$ cat src/rtl/quad_pkg.sv
package quad_pkg;

    ////////////////////
    // Data widths
    ////////////////////

    localparam int PIXEL_W  = 8;
    localparam int WEIGHT_W = 8;
    localparam int RESULT_W = 16;
    localparam int CONFIG_W = 16;

    // Largest kernel, one weight per tap
    localparam int MAX_TAPS = 16;
    localparam int TAP_W    = $clog2(MAX_TAPS);
    localparam int WIN_W    = 8;

    ////////////////////
    // Types
    ////////////////////

    typedef logic signed [PIXEL_W-1:0]  pixel_t;
    typedef logic signed [WEIGHT_W-1:0] weight_t;

    // Accumulator wraps on overflow
    typedef logic signed [RESULT_W-1:0] result_t;

    typedef logic [TAP_W-1:0] tap_idx_t;
    typedef logic [WIN_W-1:0] win_cnt_t;

    typedef enum logic [2:0] {
        ST_IDLE,
        ST_FETCH,
        ST_ACTIVE,
        ST_DRAIN,
        ST_SEND_COMPLETE
    } job_state_t;

endpackage

$ cat src/rtl/quad_exec_if.sv
`timescale 1ns/1ns

interface quad_exec_if import quad_pkg::*; ();

    // Per-tap controls from the job controller
    logic     execute;
    tap_idx_t tap_idx;
    logic     first_tap;
    logic     last_tap;

    // High while any MAC stage holds a tap
    logic     busy;

    modport ctrl (output execute, tap_idx, first_tap, last_tap, input busy);

    modport engine (input execute, tap_idx, first_tap, last_tap, output busy);

endinterface

$ cat src/rtl/cnn_quad.sv
`timescale 1ns/1ns

module cnn_quad import quad_pkg::*; #(
    parameter int FIFO_DEPTH = 16
) (
    input  logic                clk_core,
    input  logic                rst,

    input  logic                job_start,
    output logic                job_accept,
    output logic                job_fetch_request,
    input  logic                job_fetch_ack,
    input  logic                job_fetch_complete,
    output logic                job_complete,
    input  logic                job_complete_ack,

    input  logic                config_valid,
    output logic                config_accept,
    input  logic [CONFIG_W-1:0] config_data,

    input  logic                weight_valid,
    output logic                weight_ready,
    input  weight_t             weight_data,

    input  logic                pixel_valid,
    output logic                pixel_ready,
    input  pixel_t              pixel_data,

    output logic                result_valid,
    output result_t             result_data
);

    tap_idx_t kernel_last;
    win_cnt_t win_last;
    logic     relu_en;
    logic     wt_clear;
    logic     fetch_active;
    logic     fifo_empty;
    logic     fifo_rd;
    pixel_t   fifo_pixel;
    weight_t  tap_weight;

    quad_exec_if exec_bus ();

    ////////////////////
    // Control
    ////////////////////

    quad_config_regs u_config (
        .clk_core      (clk_core),
        .rst           (rst),
        .config_valid  (config_valid),
        .config_data   (config_data),
        .config_accept (config_accept),
        .kernel_last   (kernel_last),
        .win_last      (win_last),
        .relu_en       (relu_en),
        .wt_clear      (wt_clear)
    );

    quad_job_ctrl u_ctrl (
        .clk_core           (clk_core),
        .rst                (rst),
        .job_start          (job_start),
        .job_accept         (job_accept),
        .job_fetch_request  (job_fetch_request),
        .job_fetch_ack      (job_fetch_ack),
        .job_fetch_complete (job_fetch_complete),
        .job_complete       (job_complete),
        .job_complete_ack   (job_complete_ack),
        .kernel_last        (kernel_last),
        .win_last           (win_last),
        .fifo_empty         (fifo_empty),
        .fetch_active       (fetch_active),
        .exec               (exec_bus.ctrl)
    );

    ////////////////////
    // Data path
    ////////////////////

    prefetch_fifo #(
        .FIFO_DEPTH (FIFO_DEPTH)
    ) u_fifo (
        .clk_core     (clk_core),
        .rst          (rst),
        .pixel_valid  (pixel_valid),
        .pixel_ready  (pixel_ready),
        .pixel_data   (pixel_data),
        .fetch_active (fetch_active),
        .rd_en        (fifo_rd),
        .rd_data      (fifo_pixel),
        .empty        (fifo_empty)
    );

    quad_weight_table u_weights (
        .clk_core     (clk_core),
        .rst          (rst),
        .weight_valid (weight_valid),
        .weight_ready (weight_ready),
        .weight_data  (weight_data),
        .wt_clear     (wt_clear),
        .rd_idx       (exec_bus.tap_idx),
        .rd_weight    (tap_weight)
    );

    quad_mac_engine u_mac (
        .clk_core     (clk_core),
        .rst          (rst),
        .pixel_in     (fifo_pixel),
        .weight_in    (tap_weight),
        .relu_en      (relu_en),
        .fifo_rd      (fifo_rd),
        .result_valid (result_valid),
        .result_data  (result_data),
        .exec         (exec_bus.engine)
    );

endmodule

$ cat src/rtl/prefetch_fifo.sv
`timescale 1ns/1ns

module prefetch_fifo import quad_pkg::*; #(
    parameter int FIFO_DEPTH = 16
) (
    input  logic   clk_core,
    input  logic   rst,
    input  logic   pixel_valid,
    output logic   pixel_ready,
    input  pixel_t pixel_data,
    input  logic   fetch_active,
    input  logic   rd_en,
    output pixel_t rd_data,
    output logic   empty
);

    localparam int              AW      = (FIFO_DEPTH > 1) ? $clog2(FIFO_DEPTH) : 1;
    localparam logic [AW:0]     DEPTH_C = (AW + 1)'(FIFO_DEPTH);
    localparam logic [AW-1:0]   LAST_C  = AW'(FIFO_DEPTH - 1);

    pixel_t          buf_mem [FIFO_DEPTH];
    logic [AW-1:0]   wr_ptr;
    logic [AW-1:0]   rd_ptr;
    logic [AW:0]     count;
    logic            full;
    logic            push;
    logic            pop;

    assign full  = (count == DEPTH_C);
    assign empty = (count == '0);

    // Accept pixels only inside a fetch and with room left
    assign pixel_ready = pixel_valid && fetch_active && !full;
    assign push        = pixel_valid && pixel_ready;
    assign pop         = rd_en && !empty;

    // Head pixel is visible without a read latency
    assign rd_data = buf_mem[rd_ptr];

    always_ff @(posedge clk_core) begin
        if (push) begin
            buf_mem[wr_ptr] <= pixel_data;
        end
    end

    always_ff @(posedge clk_core) begin
        if (rst) begin
            wr_ptr <= '0;
            rd_ptr <= '0;
            count  <= '0;
        end else begin
            if (push) begin
                wr_ptr <= (wr_ptr == LAST_C) ? '0 : wr_ptr + 1'b1;
            end
            if (pop) begin
                rd_ptr <= (rd_ptr == LAST_C) ? '0 : rd_ptr + 1'b1;
            end
            case ({push, pop})
                2'b10:   count <= count + 1'b1;
                2'b01:   count <= count - 1'b1;
                default: count <= count;
            endcase
        end
    end

endmodule

$ cat src/rtl/quad_config_regs.sv
`timescale 1ns/1ns

module quad_config_regs import quad_pkg::*; (
    input  logic                clk_core,
    input  logic                rst,
    input  logic                config_valid,
    input  logic [CONFIG_W-1:0] config_data,
    output logic                config_accept,
    output tap_idx_t            kernel_last,
    output win_cnt_t            win_last,
    output logic                relu_en,
    output logic                wt_clear
);

    ////////////////////
    // Word fields
    ////////////////////

    tap_idx_t cfg_kernel;
    win_cnt_t cfg_windows;
    logic     cfg_relu;

    // Kernel size minus one, window count minus one, ReLU
    assign cfg_kernel  = config_data[3:0];
    assign cfg_windows = config_data[11:4];
    assign cfg_relu    = config_data[12];

    ////////////////////
    // Registers
    ////////////////////

    always_ff @(posedge clk_core) begin
        if (rst) begin
            config_accept <= 1'b0;
            kernel_last   <= '0;
            win_last      <= '0;
            relu_en       <= 1'b0;
        end else begin
            // One accept per valid cycle, a cycle later
            config_accept <= config_valid;
            if (config_valid) begin
                kernel_last <= cfg_kernel;
                win_last    <= cfg_windows;
                relu_en     <= cfg_relu;
            end
        end
    end

    // New configuration restarts weight loading at entry 0
    assign wt_clear = config_valid;

endmodule

$ cat src/rtl/quad_job_ctrl.sv
`timescale 1ns/1ns

module quad_job_ctrl import quad_pkg::*; (
    input  logic        clk_core,
    input  logic        rst,
    input  logic        job_start,
    output logic        job_accept,
    output logic        job_fetch_request,
    input  logic        job_fetch_ack,
    input  logic        job_fetch_complete,
    output logic        job_complete,
    input  logic        job_complete_ack,
    input  tap_idx_t    kernel_last,
    input  win_cnt_t    win_last,
    input  logic        fifo_empty,
    output logic        fetch_active,
    quad_exec_if.ctrl   exec
);

    job_state_t state;
    tap_idx_t   tap_cnt;
    win_cnt_t   win_cnt;
    logic       tap_go;
    logic       window_done;

    ////////////////////
    // Tap stepping
    ////////////////////

    // One tap per cycle while pixels are waiting
    assign tap_go      = (state == ST_ACTIVE) && !fifo_empty;
    assign window_done = tap_go && (tap_cnt == kernel_last);

    assign exec.execute   = tap_go;
    assign exec.tap_idx   = tap_cnt;
    assign exec.first_tap = (tap_cnt == '0);
    assign exec.last_tap  = (tap_cnt == kernel_last);

    // Handshake levels follow the state directly
    assign job_fetch_request = (state == ST_FETCH);
    assign job_complete      = (state == ST_SEND_COMPLETE);

    ////////////////////
    // State machine
    ////////////////////

    always_ff @(posedge clk_core) begin
        if (rst) begin
            state      <= ST_IDLE;
            job_accept <= 1'b0;
            tap_cnt    <= '0;
            win_cnt    <= '0;
        end else begin
            job_accept <= 1'b0;

            if (tap_go) begin
                tap_cnt <= window_done ? '0 : tap_cnt + 1'b1;
            end

            case (state)
                ST_IDLE: begin
                    if (job_start) begin
                        job_accept <= 1'b1;
                        tap_cnt    <= '0;
                        win_cnt    <= '0;
                        state      <= ST_FETCH;
                    end
                end
                ST_FETCH: begin
                    if (job_fetch_ack) begin
                        state <= ST_ACTIVE;
                    end
                end
                ST_ACTIVE: begin
                    // Next window fetch overlaps taps still in the MAC
                    if (window_done) begin
                        if (win_cnt == win_last) begin
                            state <= ST_DRAIN;
                        end else begin
                            win_cnt <= win_cnt + 1'b1;
                            state   <= ST_FETCH;
                        end
                    end
                end
                ST_DRAIN: begin
                    if (!exec.busy) begin
                        state <= ST_SEND_COMPLETE;
                    end
                end
                ST_SEND_COMPLETE: begin
                    if (job_complete_ack) begin
                        state <= ST_IDLE;
                    end
                end
                default: begin
                    state <= ST_IDLE;
                end
            endcase
        end
    end

    ////////////////////
    // Fetch window
    ////////////////////

    // Pixels are accepted from ack until complete
    always_ff @(posedge clk_core) begin
        if (rst) begin
            fetch_active <= 1'b0;
        end else if (job_fetch_request && job_fetch_ack) begin
            fetch_active <= 1'b1;
        end else if (job_fetch_complete) begin
            fetch_active <= 1'b0;
        end
    end

endmodule

$ cat src/rtl/quad_mac_engine.sv
`timescale 1ns/1ns

module quad_mac_engine import quad_pkg::*; (
    input  logic        clk_core,
    input  logic        rst,
    input  pixel_t      pixel_in,
    input  weight_t     weight_in,
    input  logic        relu_en,
    output logic        fifo_rd,
    output logic        result_valid,
    output result_t     result_data,
    quad_exec_if.engine exec
);

    logic    s1_valid;
    logic    s1_first;
    logic    s1_last;
    pixel_t  s1_pixel;
    weight_t s1_weight;

    logic    s2_valid;
    logic    s2_first;
    logic    s2_last;
    result_t s2_prod;

    result_t acc;

    // Each executed tap consumes one buffered pixel
    assign fifo_rd = exec.execute;

    ////////////////////
    // Valid pipeline
    ////////////////////

    always_ff @(posedge clk_core) begin
        if (rst) begin
            s1_valid     <= 1'b0;
            s2_valid     <= 1'b0;
            result_valid <= 1'b0;
        end else begin
            s1_valid     <= exec.execute;
            s2_valid     <= s1_valid;
            result_valid <= s2_valid && s2_last;
        end
    end

    ////////////////////
    // Data path
    ////////////////////

    always_ff @(posedge clk_core) begin
        // Stage 1 clamps negative pixels to zero under ReLU
        s1_pixel  <= (relu_en && pixel_in[PIXEL_W-1]) ? '0 : pixel_in;
        s1_weight <= weight_in;
        s1_first  <= exec.first_tap;
        s1_last   <= exec.last_tap;

        // Stage 2 forms the signed product at the result width
        s2_prod  <= s1_pixel * s1_weight;
        s2_first <= s1_first;
        s2_last  <= s1_last;

        // Stage 3 restarts the sum on a window's first tap
        if (s2_valid) begin
            acc <= s2_first ? s2_prod : acc + s2_prod;
        end
    end

    assign result_data = acc;

    // Taps still in flight ahead of the accumulator
    assign exec.busy = s1_valid || s2_valid;

endmodule

$ cat src/rtl/quad_weight_table.sv
`timescale 1ns/1ns

module quad_weight_table import quad_pkg::*; (
    input  logic     clk_core,
    input  logic     rst,
    input  logic     weight_valid,
    output logic     weight_ready,
    input  weight_t  weight_data,
    input  logic     wt_clear,
    input  tap_idx_t rd_idx,
    output weight_t  rd_weight
);

    weight_t  wt_mem [MAX_TAPS];
    tap_idx_t wr_ptr;
    tap_idx_t wr_addr;

    // Table never stalls the weight stream
    assign weight_ready = weight_valid;

    // A clear in the same cycle lands the weight in entry 0
    assign wr_addr = wt_clear ? '0 : wr_ptr;

    always_ff @(posedge clk_core) begin
        if (weight_valid) begin
            wt_mem[wr_addr] <= weight_data;
        end
    end

    always_ff @(posedge clk_core) begin
        if (rst) begin
            wr_ptr <= '0;
        end else if (weight_valid) begin
            wr_ptr <= wr_addr + 1'b1;
        end else if (wt_clear) begin
            wr_ptr <= '0;
        end
    end

    assign rd_weight = wt_mem[rd_idx];

endmodule

$ cat config.mk
export PLATFORM = sky130hd
export DESIGN_NAME = cnn_quad
export DESIGN_NICKNAME = d
export VERILOG_FILES = /design/src/rtl/quad_pkg.sv /design/src/rtl/quad_exec_if.sv /design/src/rtl/cnn_quad.sv /design/src/rtl/prefetch_fifo.sv /design/src/rtl/quad_config_regs.sv /design/src/rtl/quad_job_ctrl.sv /design/src/rtl/quad_mac_engine.sv /design/src/rtl/quad_weight_table.sv
export SDC_FILE = /design/constraint.sdc
export NUM_CORES = 1
export LEC_CHECK = 0
export BUFFER_PORTS_ARGS = -buffer_cell sky130_fd_sc_hd__clkbuf_2
export CAP_MARGIN = 25
export CORE_MARGIN = 2
export CORE_UTILIZATION = 56
export CTS_CLUSTER_SIZE = 16
export DETAILED_ROUTE_END_ITERATION = 8
export PLACE_DENSITY = 0.84
export SETUP_SLACK_MARGIN = 0.1
export SYNTH_ARGS = -nofsm -noshare
export SYNTH_HDL_FRONTEND = slang
export SYNTH_HIERARCHICAL = 1
export SYNTH_SLANG_ARGS = --single-unit
$ cat constraint.sdc
create_clock -name clk_core -period 4 [get_ports clk_core]
set_clock_uncertainty 0.05 [all_clocks]
set_input_delay 0.4 -clock clk_core [delete_from_list [all_inputs] [get_ports clk_core]]
set_output_delay 0.4 -clock clk_core [all_outputs]
set_load 0.02 [all_outputs]
==> reports/summary.md <==
The flow ran to the end, but the final reports show violations. The checks that failed: setup timing. The data required time of the critical path is 4.41 ns.

The number of antenna diodes in the final layout is 0. From left edge to right edge, the die measures 179 um. In the finished design, the share of the clock period the worst path needs comes to 102%. The level count of the clock H-tree was 2; the number of placed instances, taps included was 1,644. The synthesized design contains 272 enable-type register cells. The slowest stage of the critical path is the sky130_fd_sc_hd__fa_1 cell. The worst hold path belongs to the class primary input to register.

The first global-routing pass estimated 56.8 mm of wire. In the synthesized netlist the dominant register cell turns out to be sky130_fd_sc_hd__edfxtp_1. The type of the worst setup path is register to register. Walking the worst path, the cells encountered are buf_6, nand2_2, fa_1, inv_1, fa_1, fa_1, inv_1, fa_1, inv_2, ha_4, o21a_1, o21ai_2, o31ai_2, nor4_1, nor3_1, xnor2_1.

For the worst setup path, the data arrival time is 4.49 ns. For the pin with the worst max-slew slack, the measured transition is 1.03 ns. The cell count after synthesis is 1,186, and the detailed-route DRC error count is 0. Dividing the detail-routed wire length by the instance count gives 20.9 um.

The y dimension of the die came out at 179 um. The tools report the total placed instance area as 0.0181 mm^2. The most critical setup path has its endpoint at u_mac/s2_prod[15]. The count of cell types in the netlist came out at 71.

The worst-case IR drop observed on VDD is 0.329 mV. The stage delay of the slowest cell on the critical path is 0.52 ns, and the final hold violation count is 0. For this run, the top clock speed supported by timing is 245 MHz. After layout, the minimum clock period comes to 4.08 ns.

Leaving out fill and tap cells, the most frequent cell in the layout is sky130_fd_sc_hd__edfxtp_1. In the final timing run, aggregate negative setup slack is -0.186 ns. STA classifies the critical path startpoint as a register.

In this run the static leakage power is 7.26 nW. Prior to clock tree synthesis, the placed netlist has a worst setup slack of -0.194 ns. The run gives 0.0322 mm^2 as the area of the die.

For the combined area of all synthesized cells, the log shows 0.0172 mm^2. The longest clock path from root to sink contains 3 buffers. Setup violations remaining at the end of the flow were counted as 3. The number of pins exceeding their max-slew limit in the final report is 0.

In the global route stage, overall resource usage came out at 22.3%. The routed via count divided by cell count is 5.85, and the number of warning messages in the yosys log is 6. The run gives 9.90 mW as the post-route total power. The sum of routed wire length over all layers was 35.9 mm. The DRC marker count from the first detailed-route iteration is 822. TritonCTS built the clock tree. Clock root buffer: sky130_fd_sc_hd__clkbuf_16. For the weighted congestion reported at the end of routability-driven placement, the log shows 0.882.

The most numerous cell on the critical path was sky130_fd_sc_hd__fa_1. Entering global routing, the biggest net connects 37 pins. Setup repair after global routing could not meet its margin everywhere. STA classifies the critical path endpoint as a register.

The logs give 10,400 for the via count of the first global-routing pass and 1,448 for the total number of nets in the final design. The mean area per synthesized cell is 14.5 um^2. The total nets after synthesis is 1,338, and the share of the yosys chip area belonging to registers is 57.9%. The setup check on the worst reg-to-reg path leaves a slack of -0.08 ns. The worst register-to-register path has a depth of 16. The number of I/O port buffers was 60; the number of buffers created by CTS was 37. The startpoint identified for the worst register-to-register timing path is u_mac/s1_pixel[4].

The final route contains 10,100 vias. The clock reaches the later pin of the worst-skew pair after 0.53 ns. From synthesis to final layout, the design area changed by 13.4%.

Total number of clock tree sinks: 363. Cells with a size suffix above 1 make up 23.1% of the layout. The power per standard cell area was 507 mW/mm^2; the worst setup slack after layout was -0.0829 ns. Detailed placement HPWL: 22.8 mm.

Along the worst path, the maximum fanout reaches 6. The finished cells cover 0.0195 mm^2. After floorplanning, the core was divided into 64 placement rows. In this run the worst setup path begins at u_mac/s1_pixel[4].

In this run the standard cell core region covers 0.0304 mm^2. The share of synthesized registers carrying an async set or reset works out to 0%. Max-cap violations in this run came to 0.

Synthesis inferred 363 register bits. The clock edge transition at the registers on the reported setup and hold paths is 0.06 ns, and the number of routed nets with antenna violations is 0. The run gives 0 as the number of antenna violations at the first check in global routing. The worst register-to-register path ends at u_mac/s2_prod[15]. In this run the count of I/O pins placed on the die edge is 64. The non-filler instance count after layout is 1,721, and the initial core utilization is 56.7%.

The library cells used most frequently in the layout, excluding fill and tap cells, are 272 x sky130_fd_sc_hd__edfxtp_1, 93 x sky130_fd_sc_hd__inv_1, 74 x sky130_fd_sc_hd__dfxtp_1. The first detailed-routing pass ran for 5 iterations. After global routing the overflow that remains totals 0. The worst pin sits at a relative slew slack of 31.3%.
-- routing by layer --
layer  GRT usage [%]  up-vias  wire, um
met3            3.81       72      2310
li1                -     4572         -
met4            6.93        0       989
met1            28.4     5022     14100
met5               0        -         0
met2            39.1      401     18500
-- critical path: cells and delay by family (launching register included) --
family	cells	cell delay [ns]
flip-flops	1	0.35
AO/OA/AOI/OAI	3	0.52
adder cells (fa/ha/maj)	5	2.28
XOR/XNOR	1	0.15
buffers and inverters	4	0.27
AND/OR/NAND/NOR	3	0.38
-- area by class of cell --
type,instances,area [um^2]
fillers,2037,10900
inverters,102,385
multi-input cells,678,6740
repair buffers,114,713
clock buffers,54,1060
clock inverters,14,136
well taps,396,495
flip-flops and latches,363,10000
-- synthesized netlist by cell type, types with 3 or more instances --
master | instances | area (um^2)
sky130_fd_sc_hd__nor4_1 | 4 | 25.0
sky130_fd_sc_hd__o31ai_1 | 11 | 82.6
sky130_fd_sc_hd__o21a_1 | 5 | 37.5
sky130_fd_sc_hd__nor3b_1 | 5 | 37.5
sky130_fd_sc_hd__o21ai_0 | 24 | 120
sky130_fd_sc_hd__nand2_1 | 65 | 244
sky130_fd_sc_hd__or3_1 | 5 | 31.3
sky130_fd_sc_hd__a21o_1 | 9 | 67.6
sky130_fd_sc_hd__clkdlybuf4s25_2 | 3 | 30.0
sky130_fd_sc_hd__fa_1 | 56 | 1120
sky130_fd_sc_hd__buf_2 | 5 | 25.0
sky130_fd_sc_hd__and3_1 | 13 | 81.3
sky130_fd_sc_hd__clkbuf_1 | 13 | 48.8
sky130_fd_sc_hd__nor2_1 | 66 | 248
sky130_fd_sc_hd__inv_1 | 102 | 383
sky130_fd_sc_hd__mux2i_1 | 19 | 190
sky130_fd_sc_hd__o21bai_1 | 4 | 30.0
sky130_fd_sc_hd__mux4_2 | 58 | 1310
sky130_fd_sc_hd__nor3_1 | 14 | 70.1
sky130_fd_sc_hd__a221o_1 | 3 | 30.0
sky130_fd_sc_hd__buf_6 | 8 | 90.1
sky130_fd_sc_hd__o211ai_1 | 4 | 30.0
sky130_fd_sc_hd__nand2b_1 | 8 | 50.1
sky130_fd_sc_hd__mux4_1 | 14 | 368
sky130_fd_sc_hd__or2_2 | 4 | 25.0
sky130_fd_sc_hd__buf_4 | 7 | 52.6
sky130_fd_sc_hd__nand3_1 | 15 | 75.1
sky130_fd_sc_hd__and2_1 | 52 | 325
sky130_fd_sc_hd__dfxtp_1 | 91 | 1820
sky130_fd_sc_hd__mux2_2 | 6 | 67.6
sky130_fd_sc_hd__and3_2 | 6 | 45.0
sky130_fd_sc_hd__a211oi_1 | 4 | 30.0
sky130_fd_sc_hd__ha_1 | 55 | 688
sky130_fd_sc_hd__buf_1 | 5 | 18.8
sky130_fd_sc_hd__xor2_1 | 17 | 149
sky130_fd_sc_hd__a22oi_1 | 16 | 120
sky130_fd_sc_hd__nor2b_1 | 19 | 119
sky130_fd_sc_hd__xnor2_1 | 29 | 254
sky130_fd_sc_hd__a21oi_1 | 25 | 125
sky130_fd_sc_hd__edfxtp_1 | 272 | 8170
sky130_fd_sc_hd__nand4_1 | 5 | 31.3
sky130_fd_sc_hd__a31oi_1 | 3 | 18.8
-- stage by stage --
step,hold WS (ns),utilization [%]
after floorplan,0.260,-
after detailed placement,0.268,59.5
after global routing,0.0619,64.2
after global placement,0.261,59.5
after CTS,0.0522,63.7
final,0.0621,64.2
-- report_power, final --
group	internal [mW]	switching, mW	total (mW)
clock network	1.93	1.42	3.36
registers	4.19	0.0767	4.26
logic	1.10	1.17	2.28
total	7.23	2.67	9.90
-- worst min path at each step --
stage,start,to,slack [ns],depth (start not counted)
after floorplan,u_mac/s1_first,u_mac/s2_first,0.26,0
final,config_data[4],u_config/win_last[0],0.06,3
after global placement,u_mac/s1_last,u_mac/s2_last,0.26,0
after detailed placement,u_mac/s1_first,u_mac/s2_first,0.27,0
after CTS,config_data[8],u_config/win_last[4],0.05,3
after global routing,config_data[11],u_config/win_last[7],0.06,3
-- kinds of logic (layout without fill, tap and decap cells) --
kind of cell	after synthesis	count (layout)	share of synthesized area [%]
DFF	363	363	57.9
and+or+nand+nor	293	293	8.77
buffers and inverters	145	284	3.96
AOI/OAI and AO/OA	131	131	5.29
adders and majority gates	111	111	10.5
muxes	97	97	11.2
xor gates and xnor gates	46	46	2.34
-- sequential cells by signal (all words and copies together) (netlist names), 3 cells and up, named ones only --
name and flops:
u_fifo/rd_ptr 4, u_config/kernel_last 4, u_fifo/count 5, u_mac/result_data 16
u_mac/s1_weight 8, u_ctrl/state 3, u_fifo/buf_mem 128, u_weights/wr_ptr 4
u_config/win_last 8, u_ctrl/exec.tap_idx 4, u_fifo/wr_ptr 4, u_mac/s1_pixel 8
u_ctrl/win_cnt 8, u_weights/wt_mem 128, u_mac/s2_prod 16
-- repair_timing --
action / 4_1_cts / 5_1_grt
resized for setup: 17 / 36
pin swaps: 4 / 13
hold buffers: 0 / 0
hold endpoints to repair: 0 / 0
setup endpoints to repair: 6 / 8
buffers inserted: 4 / 5
(Power assumes the default switching activity.)
